$ cat config.mk
export PLATFORM = sky130hd
export DESIGN_NAME = spm_top
export DESIGN_NICKNAME = d
export VERILOG_FILES = /design/src/rtl/spm_pkg.sv /design/src/rtl/spm_loader.sv /design/src/rtl/spm_memory.sv /design/src/rtl/spm_datapath.sv /design/src/rtl/spm_control.sv /design/src/rtl/spm_store_port.sv /design/src/rtl/spm_top.sv
export SDC_FILE = /design/constraint.sdc
export NUM_CORES = 2
export LEC_CHECK = 0
export CORE_UTILIZATION = 30
export CTS_CLUSTER_SIZE = 10
export DETAILED_ROUTE_END_ITERATION = 10
export DONT_BUFFER_PORTS = 1
export GPL_TIMING_DRIVEN = 0
export HOLD_SLACK_MARGIN = 0.12
export MAX_ROUTING_LAYER = met4
export PLACE_DENSITY = 0.45
export SLEW_MARGIN = 20
export SYNTH_ARGS = -nofsm -noshare
export SYNTH_HDL_FRONTEND = slang
export SYNTH_SLANG_ARGS = --single-unit
export TNS_END_PERCENT = 100
$ cat constraint.sdc
create_clock -name clk -period 30.6 [get_ports clk]
set_input_delay 3.06 -clock clk [delete_from_list [all_inputs] [get_ports clk]]
set_output_delay 3.06 -clock clk [all_outputs]
set_load 0.05 [all_outputs]
$ cat src/rtl/spm_pkg.sv
// Shared widths, opcodes, bus select codes and FSM states of the SPM accumulator processor
package spm_pkg;

  localparam int WORD_W    = 16;
  localparam int ADDR_W    = 12;
  localparam int OP_W      = 4;
  localparam int MEM_DEPTH = 256;
  localparam int MEM_AW    = 8;

  typedef logic [WORD_W-1:0] word_t;
  typedef logic [ADDR_W-1:0] addr_t;
  typedef logic [MEM_AW-1:0] mem_addr_t;  // Low bits of addr_t
  typedef logic [OP_W-1:0]   opcode_t;    // Top nibble of the instruction word

  localparam opcode_t OP_ADD = 4'd0;
  localparam opcode_t OP_CMP = 4'd1;
  localparam opcode_t OP_LDA = 4'd2;
  localparam opcode_t OP_STA = 4'd3;
  localparam opcode_t OP_JMP = 4'd4;
  localparam opcode_t OP_JEZ = 4'd5;
  localparam opcode_t OP_JPS = 4'd6;
  localparam opcode_t OP_HLT = 4'd7;
  localparam opcode_t OP_INC = 4'd8;
  localparam opcode_t OP_DEC = 4'd9;
  localparam opcode_t OP_AND = 4'd10;
  localparam opcode_t OP_IOR = 4'd11;
  localparam opcode_t OP_SHL = 4'd12;
  localparam opcode_t OP_SHR = 4'd13;

  typedef logic [1:0] bus1_sel_t;
  typedef logic [1:0] bus2_sel_t;

  localparam bus1_sel_t BUS1_RA   = 2'd0;
  localparam bus1_sel_t BUS1_RB   = 2'd1;
  localparam bus1_sel_t BUS1_PC   = 2'd2;
  localparam bus2_sel_t BUS2_ALU  = 2'd0;
  localparam bus2_sel_t BUS2_BUS1 = 2'd1;
  localparam bus2_sel_t BUS2_MEM  = 2'd2;

  typedef enum logic [2:0] {
    ST_IDLE, ST_FET1, ST_FET2, ST_DECODE, ST_EXE1, ST_EXE2, ST_HALT
  } cpu_state_t;

endpackage

$ cat src/rtl/spm_loader.sv
// Program loader that fills memory from the host and tracks the run and halt status
`timescale 1ns/1ps

module spm_loader (
  input  logic               clk,
  input  logic               rst,
  input  logic               load_valid,
  output logic               load_ready,
  input  spm_pkg::mem_addr_t load_addr,
  input  spm_pkg::word_t     load_data,
  input  logic               run,
  output logic               halted,
  output logic               busy,
  input  logic               halt_req,
  input  logic               core_we,
  input  spm_pkg::mem_addr_t core_addr,
  input  spm_pkg::word_t     core_wdata,
  output logic               mem_we,
  output spm_pkg::mem_addr_t mem_waddr,
  output spm_pkg::word_t     mem_wdata
);

  assign load_ready = ~busy;  // Host may write only while the core is stopped

  always_ff @(posedge clk or negedge rst) begin
    if (!rst) begin
      busy   <= 1'b0;
      halted <= 1'b0;
    end else if (busy && halt_req) begin
      busy   <= 1'b0;
      halted <= 1'b1;  // Held until the next run
    end else if (!busy && run) begin
      busy   <= 1'b1;
      halted <= 1'b0;
    end
  end

  // Single write port, core owns it while running
  always_comb begin
    if (busy) begin
      mem_we    = core_we;
      mem_waddr = core_addr;
      mem_wdata = core_wdata;
    end else begin
      mem_we    = load_valid && load_ready;
      mem_waddr = load_addr;
      mem_wdata = load_data;
    end
  end

endmodule

$ cat src/rtl/spm_memory.sv
// Unified program and data memory with combinational read and one clocked write port
`timescale 1ns/1ps

module spm_memory (
  input  logic               clk,
  input  logic               we,
  input  spm_pkg::mem_addr_t waddr,
  input  spm_pkg::word_t     wdata,
  input  spm_pkg::mem_addr_t raddr,
  output spm_pkg::word_t     rdata
);
  import spm_pkg::*;

  word_t mem [MEM_DEPTH];

  assign rdata = mem[raddr];  // Asynchronous read

  always_ff @(posedge clk) begin
    if (we) begin
      mem[waddr] <= wdata;
    end
  end

endmodule

$ cat src/rtl/spm_datapath.sv
// Datapath with RA, RB, Y, Z, IR, PC and address register around two buses and the ALU
`timescale 1ns/1ps

module spm_datapath (
  input  logic               clk,
  input  logic               rst,
  input  logic               start,
  input  logic               ld_ra,
  input  logic               ld_rb,
  input  logic               ld_y,
  input  logic               ld_z,
  input  logic               ld_ir,
  input  logic               ld_ar,
  input  logic               inc_pc,
  input  logic               jump_pc,
  input  spm_pkg::bus1_sel_t bus1_sel,
  input  spm_pkg::bus2_sel_t bus2_sel,
  input  spm_pkg::word_t     mem_rdata,
  output spm_pkg::mem_addr_t mem_addr,
  output spm_pkg::word_t     bus1,
  output spm_pkg::word_t     instr,
  output logic               zero
);
  import spm_pkg::*;

  word_t     ra;
  word_t     rb;
  word_t     y;
  word_t     bus2;
  word_t     alu_out;
  addr_t     pc;
  mem_addr_t ar;
  opcode_t   opcode;
  logic      ar_from_ir;

  assign opcode   = instr[WORD_W-1 -: OP_W];
  assign mem_addr = ar;

  // Fetch and LDA place the PC on bus 1, so STA is the only user of the IR field
  assign ar_from_ir = (opcode == OP_STA) && (bus1_sel != BUS1_PC);

  always_comb begin
    case (bus1_sel)
      BUS1_RA: bus1 = ra;
      BUS1_RB: bus1 = rb;
      BUS1_PC: bus1 = {{(WORD_W-ADDR_W){1'b0}}, pc};
      default: bus1 = '0;
    endcase
  end

  always_comb begin
    case (bus2_sel)
      BUS2_ALU:  bus2 = alu_out;
      BUS2_BUS1: bus2 = bus1;
      BUS2_MEM:  bus2 = mem_rdata;
      default:   bus2 = '0;
    endcase
  end

  // Two-operand ops take Y as the first operand, carries dropped
  always_comb begin
    case (opcode)
      OP_ADD:  alu_out = y + bus1;
      OP_AND:  alu_out = y & bus1;
      OP_IOR:  alu_out = y | bus1;
      OP_CMP:  alu_out = ~bus1;
      OP_INC:  alu_out = bus1 + 1'b1;
      OP_DEC:  alu_out = bus1 - 1'b1;
      OP_SHL:  alu_out = bus1 << 1;
      OP_SHR:  alu_out = bus1 >> 1;
      default: alu_out = bus1;
    endcase
  end

  always_ff @(posedge clk) begin
    if (ld_y) y <= bus2;  // Operand latch
  end

  always_ff @(posedge clk or negedge rst) begin
    if (!rst) begin
      ra    <= '0;
      rb    <= '0;
      zero  <= 1'b0;
      instr <= '0;
      ar    <= '0;
      pc    <= '0;
    end else if (start) begin
      ra    <= '0;  // Fresh program run
      rb    <= '0;
      zero  <= 1'b0;
      instr <= '0;
      ar    <= '0;
      pc    <= '0;
    end else begin
      if (ld_ra) ra <= bus2;
      if (ld_rb) rb <= bus2;
      if (ld_z) zero <= ~|alu_out;
      if (ld_ir) instr <= bus2;
      if (ld_ar) ar <= ar_from_ir ? instr[MEM_AW-1:0] : bus2[MEM_AW-1:0];
      if (jump_pc) begin
        pc <= instr[ADDR_W-1:0];
      end else if (inc_pc) begin
        pc <= pc + 1'b1;
      end
    end
  end

endmodule

$ cat src/rtl/spm_control.sv
// Fetch, decode and execute FSM that drives the datapath loads, bus selects and writes
`timescale 1ns/1ps

module spm_control (
  input  logic               clk,
  input  logic               rst,
  input  logic               busy,
  input  spm_pkg::word_t     instr,
  input  logic               zero,
  input  logic               store_full,
  output logic               start,
  output logic               halt_req,
  output logic               store_push,
  output logic               mem_we,
  output logic               ld_ra,
  output logic               ld_rb,
  output logic               ld_y,
  output logic               ld_z,
  output logic               ld_ir,
  output logic               ld_ar,
  output logic               inc_pc,
  output logic               jump_pc,
  output spm_pkg::bus1_sel_t bus1_sel,
  output spm_pkg::bus2_sel_t bus2_sel
);
  import spm_pkg::*;

  cpu_state_t state;
  cpu_state_t next_state;
  opcode_t    opcode;

  assign opcode = instr[WORD_W-1 -: OP_W];

  always_ff @(posedge clk or negedge rst) begin
    if (!rst) begin
      state <= ST_IDLE;
    end else begin
      state <= next_state;
    end
  end

  always_comb begin
    next_state = state;
    start      = 1'b0;
    halt_req   = 1'b0;
    store_push = 1'b0;
    mem_we     = 1'b0;
    ld_ra      = 1'b0;
    ld_rb      = 1'b0;
    ld_y       = 1'b0;
    ld_z       = 1'b0;
    ld_ir      = 1'b0;
    ld_ar      = 1'b0;
    inc_pc     = 1'b0;
    jump_pc    = 1'b0;
    bus1_sel   = BUS1_RA;
    bus2_sel   = BUS2_BUS1;
    case (state)
      ST_IDLE: begin
        if (busy) begin
          start      = 1'b1;  // PC back to 0
          next_state = ST_FET1;
        end
      end
      ST_FET1: begin
        bus1_sel   = BUS1_PC;
        ld_ar      = 1'b1;
        next_state = ST_FET2;
      end
      ST_FET2: begin
        bus2_sel   = BUS2_MEM;
        ld_ir      = 1'b1;
        inc_pc     = 1'b1;
        next_state = ST_DECODE;
      end
      ST_DECODE: begin
        if (opcode == OP_HLT) begin
          next_state = ST_HALT;
        end else if (opcode > OP_SHR) begin
          next_state = ST_FET1;  // Unused opcodes act as no-op
        end else begin
          next_state = ST_EXE1;
        end
      end
      ST_EXE1: begin
        next_state = ST_FET1;
        case (opcode)
          OP_ADD, OP_AND, OP_IOR: begin
            bus1_sel   = BUS1_RB;  // RB into Y first
            ld_y       = 1'b1;
            next_state = ST_EXE2;
          end
          OP_CMP, OP_INC, OP_DEC, OP_SHL, OP_SHR: begin
            bus2_sel = BUS2_ALU;
            ld_ra    = 1'b1;
            ld_z     = 1'b1;
          end
          OP_LDA: begin
            bus1_sel   = BUS1_PC;  // Operand word follows the instruction
            ld_ar      = 1'b1;
            next_state = ST_EXE2;
          end
          OP_STA: begin
            ld_ar      = 1'b1;  // Takes the IR address field
            next_state = ST_EXE2;
          end
          OP_JMP: jump_pc = 1'b1;
          OP_JEZ: jump_pc = zero;
          OP_JPS: jump_pc = ~zero;
          default: next_state = ST_FET1;
        endcase
      end
      ST_EXE2: begin
        next_state = ST_FET1;
        case (opcode)
          OP_ADD, OP_AND, OP_IOR: begin
            bus2_sel = BUS2_ALU;
            ld_ra    = 1'b1;
            ld_z     = 1'b1;
          end
          OP_LDA: begin
            bus2_sel = BUS2_MEM;
            ld_ra    = ~instr[0];
            ld_rb    = instr[0];
            inc_pc   = 1'b1;  // Skip the operand word
          end
          OP_STA: begin
            if (store_full) begin
              next_state = ST_EXE2;  // Stall on output back-pressure
            end else begin
              mem_we     = 1'b1;
              store_push = 1'b1;
            end
          end
          default: next_state = ST_FET1;
        endcase
      end
      ST_HALT: begin
        halt_req   = 1'b1;
        next_state = ST_IDLE;
      end
      default: next_state = ST_IDLE;
    endcase
  end

endmodule

$ cat src/rtl/spm_store_port.sv
// One-entry output buffer that presents STA results on a valid/ready port
`timescale 1ns/1ps

module spm_store_port (
  input  logic           clk,
  input  logic           rst,
  input  logic           push,
  input  spm_pkg::addr_t addr,
  input  spm_pkg::word_t data,
  output logic           store_full,
  output logic           store_valid,
  input  logic           store_ready,
  output spm_pkg::addr_t store_addr,
  output spm_pkg::word_t store_data
);

  logic full;

  assign store_full  = full;
  assign store_valid = full;

  always_ff @(posedge clk or negedge rst) begin
    if (!rst) begin
      full <= 1'b0;
    end else if (push) begin
      full <= 1'b1;  // Core never pushes while full
    end else if (full && store_ready) begin
      full <= 1'b0;
    end
  end

  always_ff @(posedge clk) begin
    if (push) begin
      store_addr <= addr;
      store_data <= data;
    end
  end

endmodule

$ cat src/rtl/spm_top.sv
// SPM processor top level joining the loader, memory, core and store port
`timescale 1ns/1ps

module spm_top (
  input  logic               clk,
  input  logic               rst,
  input  logic               load_valid,
  output logic               load_ready,
  input  spm_pkg::mem_addr_t load_addr,
  input  spm_pkg::word_t     load_data,
  input  logic               run,
  output logic               halted,
  output logic               store_valid,
  input  logic               store_ready,
  output spm_pkg::addr_t     store_addr,
  output spm_pkg::word_t     store_data
);
  import spm_pkg::*;

  logic      busy;
  logic      halt_req;
  logic      core_we;
  logic      mem_we;
  mem_addr_t mem_waddr;
  word_t     mem_wdata;
  mem_addr_t mem_raddr;
  word_t     mem_rdata;
  logic      start;
  logic      ld_ra;
  logic      ld_rb;
  logic      ld_y;
  logic      ld_z;
  logic      ld_ir;
  logic      ld_ar;
  logic      inc_pc;
  logic      jump_pc;
  bus1_sel_t bus1_sel;
  bus2_sel_t bus2_sel;
  word_t     bus1;
  word_t     instr;
  logic      zero;
  logic      store_push;
  logic      store_full;

  spm_loader i_loader (
    .clk        (clk),
    .rst        (rst),
    .load_valid (load_valid),
    .load_ready (load_ready),
    .load_addr  (load_addr),
    .load_data  (load_data),
    .run        (run),
    .halted     (halted),
    .busy       (busy),
    .halt_req   (halt_req),
    .core_we    (core_we),
    .core_addr  (mem_raddr),  // STA target held in the address register
    .core_wdata (bus1),
    .mem_we     (mem_we),
    .mem_waddr  (mem_waddr),
    .mem_wdata  (mem_wdata)
  );

  spm_memory i_memory (
    .clk   (clk),
    .we    (mem_we),
    .waddr (mem_waddr),
    .wdata (mem_wdata),
    .raddr (mem_raddr),
    .rdata (mem_rdata)
  );

  spm_datapath i_datapath (
    .clk       (clk),
    .rst       (rst),
    .start     (start),
    .ld_ra     (ld_ra),
    .ld_rb     (ld_rb),
    .ld_y      (ld_y),
    .ld_z      (ld_z),
    .ld_ir     (ld_ir),
    .ld_ar     (ld_ar),
    .inc_pc    (inc_pc),
    .jump_pc   (jump_pc),
    .bus1_sel  (bus1_sel),
    .bus2_sel  (bus2_sel),
    .mem_rdata (mem_rdata),
    .mem_addr  (mem_raddr),
    .bus1      (bus1),
    .instr     (instr),
    .zero      (zero)
  );

  spm_control i_control (
    .clk        (clk),
    .rst        (rst),
    .busy       (busy),
    .instr      (instr),
    .zero       (zero),
    .store_full (store_full),
    .start      (start),
    .halt_req   (halt_req),
    .store_push (store_push),
    .mem_we     (core_we),
    .ld_ra      (ld_ra),
    .ld_rb      (ld_rb),
    .ld_y       (ld_y),
    .ld_z       (ld_z),
    .ld_ir      (ld_ir),
    .ld_ar      (ld_ar),
    .inc_pc     (inc_pc),
    .jump_pc    (jump_pc),
    .bus1_sel   (bus1_sel),
    .bus2_sel   (bus2_sel)
  );

  spm_store_port i_store_port (
    .clk         (clk),
    .rst         (rst),
    .push        (store_push),
    .addr        (instr[ADDR_W-1:0]),
    .data        (bus1),
    .store_full  (store_full),
    .store_valid (store_valid),
    .store_ready (store_ready),
    .store_addr  (store_addr),
    .store_data  (store_data)
  );

endmodule

; Yosys cells after proc, flatten, opt, wreduce, memory -nomap -nowiden
; Memories as Yosys holds them, arrays and structs flattened.
; Index checks and enable logic that the tools add are counted.
[classes]
reduce_logical = 24
n_mux = 61
eq_ne = 25
magnitude_cmp = 1
n_bitwise = 6
n_addsub = 4
[op_table]
columns = op, count
row1 = $pmux W16 S8, 1
row2 = $mux W16, 7
row3 = $pmux W16 S3, 2
row4 = $mux W12, 3
row5 = $mux W8, 4
row6 = $mux W1, 27
row7 = $eq A4 B4 Y1 const B, 6
row8 = $mux W3, 6
row9 = $pmux W3 S6, 1
row10 = $add A16 B1 Y16 const B, 1
row11 = $add A16 B16 Y16, 1
row12 = $and A16 B16 Y16, 1
row13 = $eq A4 B3 Y1 const B, 4
row14 = $not A16 Y16, 1
row15 = $or A16 B16 Y16, 1
row16 = $reduce_or A16 Y1, 1
row17 = $sub A16 B1 Y16 const B, 1
row18 = $reduce_bool A2 Y1, 7
row19 = $add A12 B1 Y12 const B, 1
row20 = $pmux W2 S2, 3
row21 = $pmux W1 S2, 5
row22 = $reduce_or A5 Y1, 2
row23 = $eq A3 B3 Y1 const B, 3
row24 = $eq A4 B2 Y1 const B, 2
row25 = 18 further kinds, 30
[word_totals]
wordCells = 135
mem_bits_rw = 4096
mem_count = 1
output_inout_bits = 31
regBits = 119
[mem_list]
columns = name, depth, word_bits, read_ports, rd_ports_with_merged_regs, write_ports, line
row1 = i_memory.mem, 256, 16, 1, 0, 1, spm_memory.sv:14  ; word_t mem [MEM_DEPTH];

; Depth between registers and ports, before layout
[depth]
word_depth = 12
ltp_mapped = 17

; Modules after synthesis
; From an unflattened synthesis, not the netlist that was laid out.
[unflattened]
cells_unflattened = 8235
area_unflattened_um2 = 166529.7
[modules_own_cells]
columns = module, seq_area_each_um2, instances, cells_each, area_each_um2
row1 = spm_memory, 122998.0, 1, 7344, 158394.4
row2 = spm_datapath, 2207.1, 1, 758, 6293.5
row3 = spm_store_port, 865.8, 1, 32, 884.6
row4 = spm_loader, 50.0, 1, 36, 481.7
row5 = spm_control, 75.1, 1, 65, 475.5

; Least setup slack after synthesis
; No wires, ideal clock.
[synth_path]
path_kind = input port to flip-flop
start = in load_data[0]
end = mem i_memory.mem[0][0] (netlist bit), data pin
setup_slack_ns = 19.064
required_time_ns = 29.021
stages = 2
arrival_time_ns = 9.957
cell_sequence = nor2_1 > a21oi_1
[synth_between]
elab_chain_cells = 1
[synth_lines]
columns = item, line
row1 = from (decl), spm_top.sv:10  ; input spm_pkg::word_t load_data,
row2 = $mux W16, spm_loader.sv:40  ; if (busy) begin
row3 = via i_loader.mem_wdata[0], spm_loader.sv:20  ; output spm_pkg::word_t mem_wdata
row4 = to (decl), spm_memory.sv:14
; The timed path passes the listed nets, and every way through them passes these cells.

; Final worst setup path
[layout_path]
start = reg i_datapath.ar[2], in the netlist i_datapath.mem_addr[2]
end = reg i_datapath.y[15], data pin
[layout_between]
elab_chain_cells = 2
[layout_lines]
columns = item, line
row1 = from (decl), spm_datapath.sv:32  ; mem_addr_t ar;
row2 = from (signal assigned), spm_datapath.sv:99  ; if (ld_ar) ar <= ar_from_ir ? instr[MEM_AW-1:0] : bus2[MEM_AW-1:0];
row3 = $mem_v2 Z256 W16, -
row4 = $pmux W16 S3, spm_datapath.sv:52  ; case (bus2_sel)
row5 = via i_datapath.bus2[15], spm_datapath.sv:29  ; word_t bus2;
row6 = to (signal assigned), spm_datapath.sv:76  ; if (ld_y) y <= bus2;
row7 = to (decl), spm_datapath.sv:28  ; word_t y;
; The timed path passes the listed nets, and every way through them passes these cells.
; A chain may end at the register's enable or synchronous reset.

==> results.cfg <==
[run_status]
outcome = finished clean

[setup_path]
crit_path_capture_type = flop
timing.critical_path.from_type = flop
cp.arrival_ns = 9.45
r2r_start = i_datapath.mem_addr[2]
reg2reg_slack_ns = 21.90
worst_ep_required_time_ns = 31.35
critPathKind = flop to flop
crit_path_max_fanout = 10
ff2ff_path_depth = 13
worstReg2RegEnd = i_datapath.y[15]

[clock_tree]
htreeDepth = 5
clock_pin_slew_on_the_worst_setup_and_hold_paths_ns = 0.06
clock_sink_total = 4215
clk_path_buf_depth = 4
cts_root_buffer = sky130_fd_sc_hd__clkbuf_16
post-cts-setup-buffer-count = 0
clock_latency_ns = 1.09
hold_buffers = 0
post_cts_resize_count = 0
cts_inserted_buffers = 477
cts_tree = yes

[global_route]
maximum_number_of_pins_on_one_net_before_global_route_repair = 76
grt_pass1_wl_um = 1070000
global_route.overflow_total = 0
grt_pass1_vias = 90331
grt.total_usage_pct = 31.9
grt_antenna_before_repair = 136

[floorplan]
core_area_sq_um = 545000
start_util_pct = 30.1
die_w_um = 742
io-pin-count = 60
die_h_um = 742
std_cell_rows = 271
dieArea_sq_um = 550000

[yosys]
postSynthAreaPerCell_sq_um = 21.9
post_synth_num_cell_types = 86
mappedNetlistNets = 7549
synth_enable_flop_cells = 4140
syn-cell-area_sq_um = 164000
async_reset_ff_share_pct = 1.78
yosys_register_bits = 4215
synth_ff_type = sky130_fd_sc_hd__edfxtp_1
yosysSeqAreaShare_pct = 76.9
syn-instance-count = 7501
yosys_warnings = 0

[place]
gpl.final_weighted_congestion = 1.02
io_buf_count = 0
dpl.cell_count = 15316
dp.final_hpwl_um = 627000

[timing]
fin_crit_sh_pct = 28.4
fin_crit_ns = 8.70
fmax_mhz = 115
number_of_setup_violations_in_the_final_report = 0
timing.final.max_slew_violations = 0
final_report_hold_violation_count = 0
setup_tns_ns = 0
grt_setup_unrepaired = no
worst_case_clock_skew_ns = 0.101
worst_pin_slew_ns = 1.33
worst_case_headroom_to_the_max_slew_limit_pct = 11.3

[detailed_routing]
routedLengthMet1_um = 320000
post_drt_wl_per_cell_um = 54.0
route.detailed.vias_per_inst = 6.12
dr_wl_met2_um = 374000
wl_met3_um = 107000
wl_um = 867000
routed.top_layer = met4
drt_pre_antenna_iters = 6
detail_route.iter0.violations = 18806
route.detailed.drc = 0
detailroute.via_count = 98277
ant_nets = 0

[final_layout]
area_delta_synth_final_pct = 23.8
mostFrequentLayoutCells = 4,140 x sky130_fd_sc_hd__edfxtp_1, 1,113 x sky130_fd_sc_hd__mux4_2, 481 x sky130_fd_sc_hd__clkbuf_16
layout_commonest_cell = sky130_fd_sc_hd__edfxtp_1
finalNetCount = 8612
layoutNonFillerInstCount = 16062
layout_cell_share_with_drive_strength_beyond_1_pct = 33.8

[min_path]
worst_hold_launch = i_datapath.rb[12]
hold_path_end = i_datapath.rb[12]
hold-path-cell-count = 2
timing.hold.worst.class = flop to flop

[pwr]
p_clk_share_pct = 21.3
net_load_switching_power_uw = 10600
power.static_leakage_uw = 0.0632
power_per_cell_area_nw_per_um2 = 120
switching_share_pct = 43.4
intPower_uw = 13900
vdd_ir_drop_max_v = 0.0000962
report.power.total_uw = 24500
seqPwrFrac_pct = 32.0
power.combinational.fraction_pct = 46.7

[job]
max-cap-violations = 0
-- synth_stat cells, drive strengths merged, types with 52 or more instances --
master | count | area, sq um
nand2 | 139 | 522
buf | 224 | 1220
inv | 52 | 195
clkbuf | 218 | 818
a22oi | 111 | 833
o21ai | 93 | 477
a22o | 78 | 683
mux4 | 1113 | 25100
dfrtp | 75 | 1880
mux2i | 122 | 1220
edfxtp | 4140 | 124000
a21oi | 142 | 711
nor2 | 384 | 1440
a221oi | 99 | 867
-- worst max path at each step --
stage,depth (start not counted),slack (ns),from,to
2_1_floorplan,2,19.06,load_data[0],i_memory.mem[0][0]
3_3_place_gp,2,9.46,load_data[12],i_memory.mem[134][12]
3_5_place_dp,13,22.35,i_datapath.mem_addr[1],i_memory.mem[103][5]
4_1_cts,13,22.35,i_datapath.mem_addr[1],i_memory.mem[103][14]
5_1_grt,12,22.33,i_datapath.mem_addr[0],i_datapath.y[6]
6_report,13,21.90,i_datapath.mem_addr[2],i_datapath.y[15]
-- state kept, by name, indices dropped and copies added (netlist names) --
signal and flops:
i_store_port.store_addr 12, i_memory.mem 4096, i_datapath.zero 1, i_store_port.store_full 1
i_loader.busy 1, i_store_port.store_data 16, i_datapath.rb 16, i_datapath.pc 12
i_datapath.y 16, i_loader.halted 1, i_datapath.instr 16, i_datapath.ra 16
i_control.state 3, i_datapath.mem_addr 8
-- cell families (layout without fill, tap and decap cells) --
group                      Yosys count  after routing  synth area share (%)
adders and majority gates           20             20                 0.156
other                                0            104                     0
buffers and inverters              496           1719                  1.37
xor gates and xnor gates            32             32                 0.171
muxes                             1240           1240                  16.0
and+or+nand+nor                    709            709                  1.89
AOI/OAI and AO/OA                  789            789                  3.51
DFF                               4215           4215                  76.9
-- per-stage QoR --
stage                     util, %  hold WS [ns]  setup WS [ns]  instance area (sq um)
final                        37.3         0.505          21.90                 203000
after global placement       31.8         0.485           9.46                 173000
after global routing         37.3         0.540          22.33                 203000
after CTS                    37.2         0.506          22.35                 203000
after floorplan                 -         0.446          19.06                 164000
after detailed placement     34.8         0.492          22.35                 190000
-- worst max-delay path, cell delays in order, from the launching register on --
cell and delay [ns]:
sky130_fd_sc_hd__dfrtp_1 0.94, sky130_fd_sc_hd__clkbuf_1 0.35, sky130_fd_sc_hd__buf_2 0.67, sky130_fd_sc_hd__buf_4 0.77, sky130_fd_sc_hd__buf_2 1.05, sky130_fd_sc_hd__buf_2 0.65, sky130_fd_sc_hd__buf_12 0.26, sky130_fd_sc_hd__mux4_2 0.32
sky130_fd_sc_hd__a221oi_1 1.04, sky130_fd_sc_hd__o22ai_1 0.15, sky130_fd_sc_hd__o21ai_0 0.83, sky130_fd_sc_hd__nand3_1 0.68, sky130_fd_sc_hd__nand2_1 0.36, sky130_fd_sc_hd__o211ai_1 0.14
-- final cells by class --
class                   count  area, sq um
inverters                  54          203
plain buffers             442         2560
repair buffers            584        13700
well taps                7234         9050
clock inverters            63          815
flip-flops and latches   4215       126000
clock buffers             576        12400
multi-input cells        2790        38100
diodes                    104          260
fillers                 48986       342000
-- power groups by stage --
| stage | combinational (uW) | clock, uW | sequential [uW] |
|---|---|---|---|
| 2_1_floorplan | 3690 | 0 | 8510 |
| 3_3_place_gp | 9250 | 0 | 9270 |
| 3_5_place_dp | 10900 | 0 | 7950 |
| 4_1_cts | 11000 | 5220 | 7830 |
| 5_1_grt | 11200 | 5410 | 7830 |
| 6_report | 11400 | 5200 | 7840 |
-- routing by layer --
| layer | global-route usage, % | vias to the layer above |
|---|---|---|
| met1 | 39.3 | 54802 |
| met2 | 45.3 | 7679 |
| met4 | 19.4 | 0 |
| met5 | - | - |
| met3 | 10.7 | 1624 |
| li1 | - | 34172 |
Power figures use the tool's default switching activity.
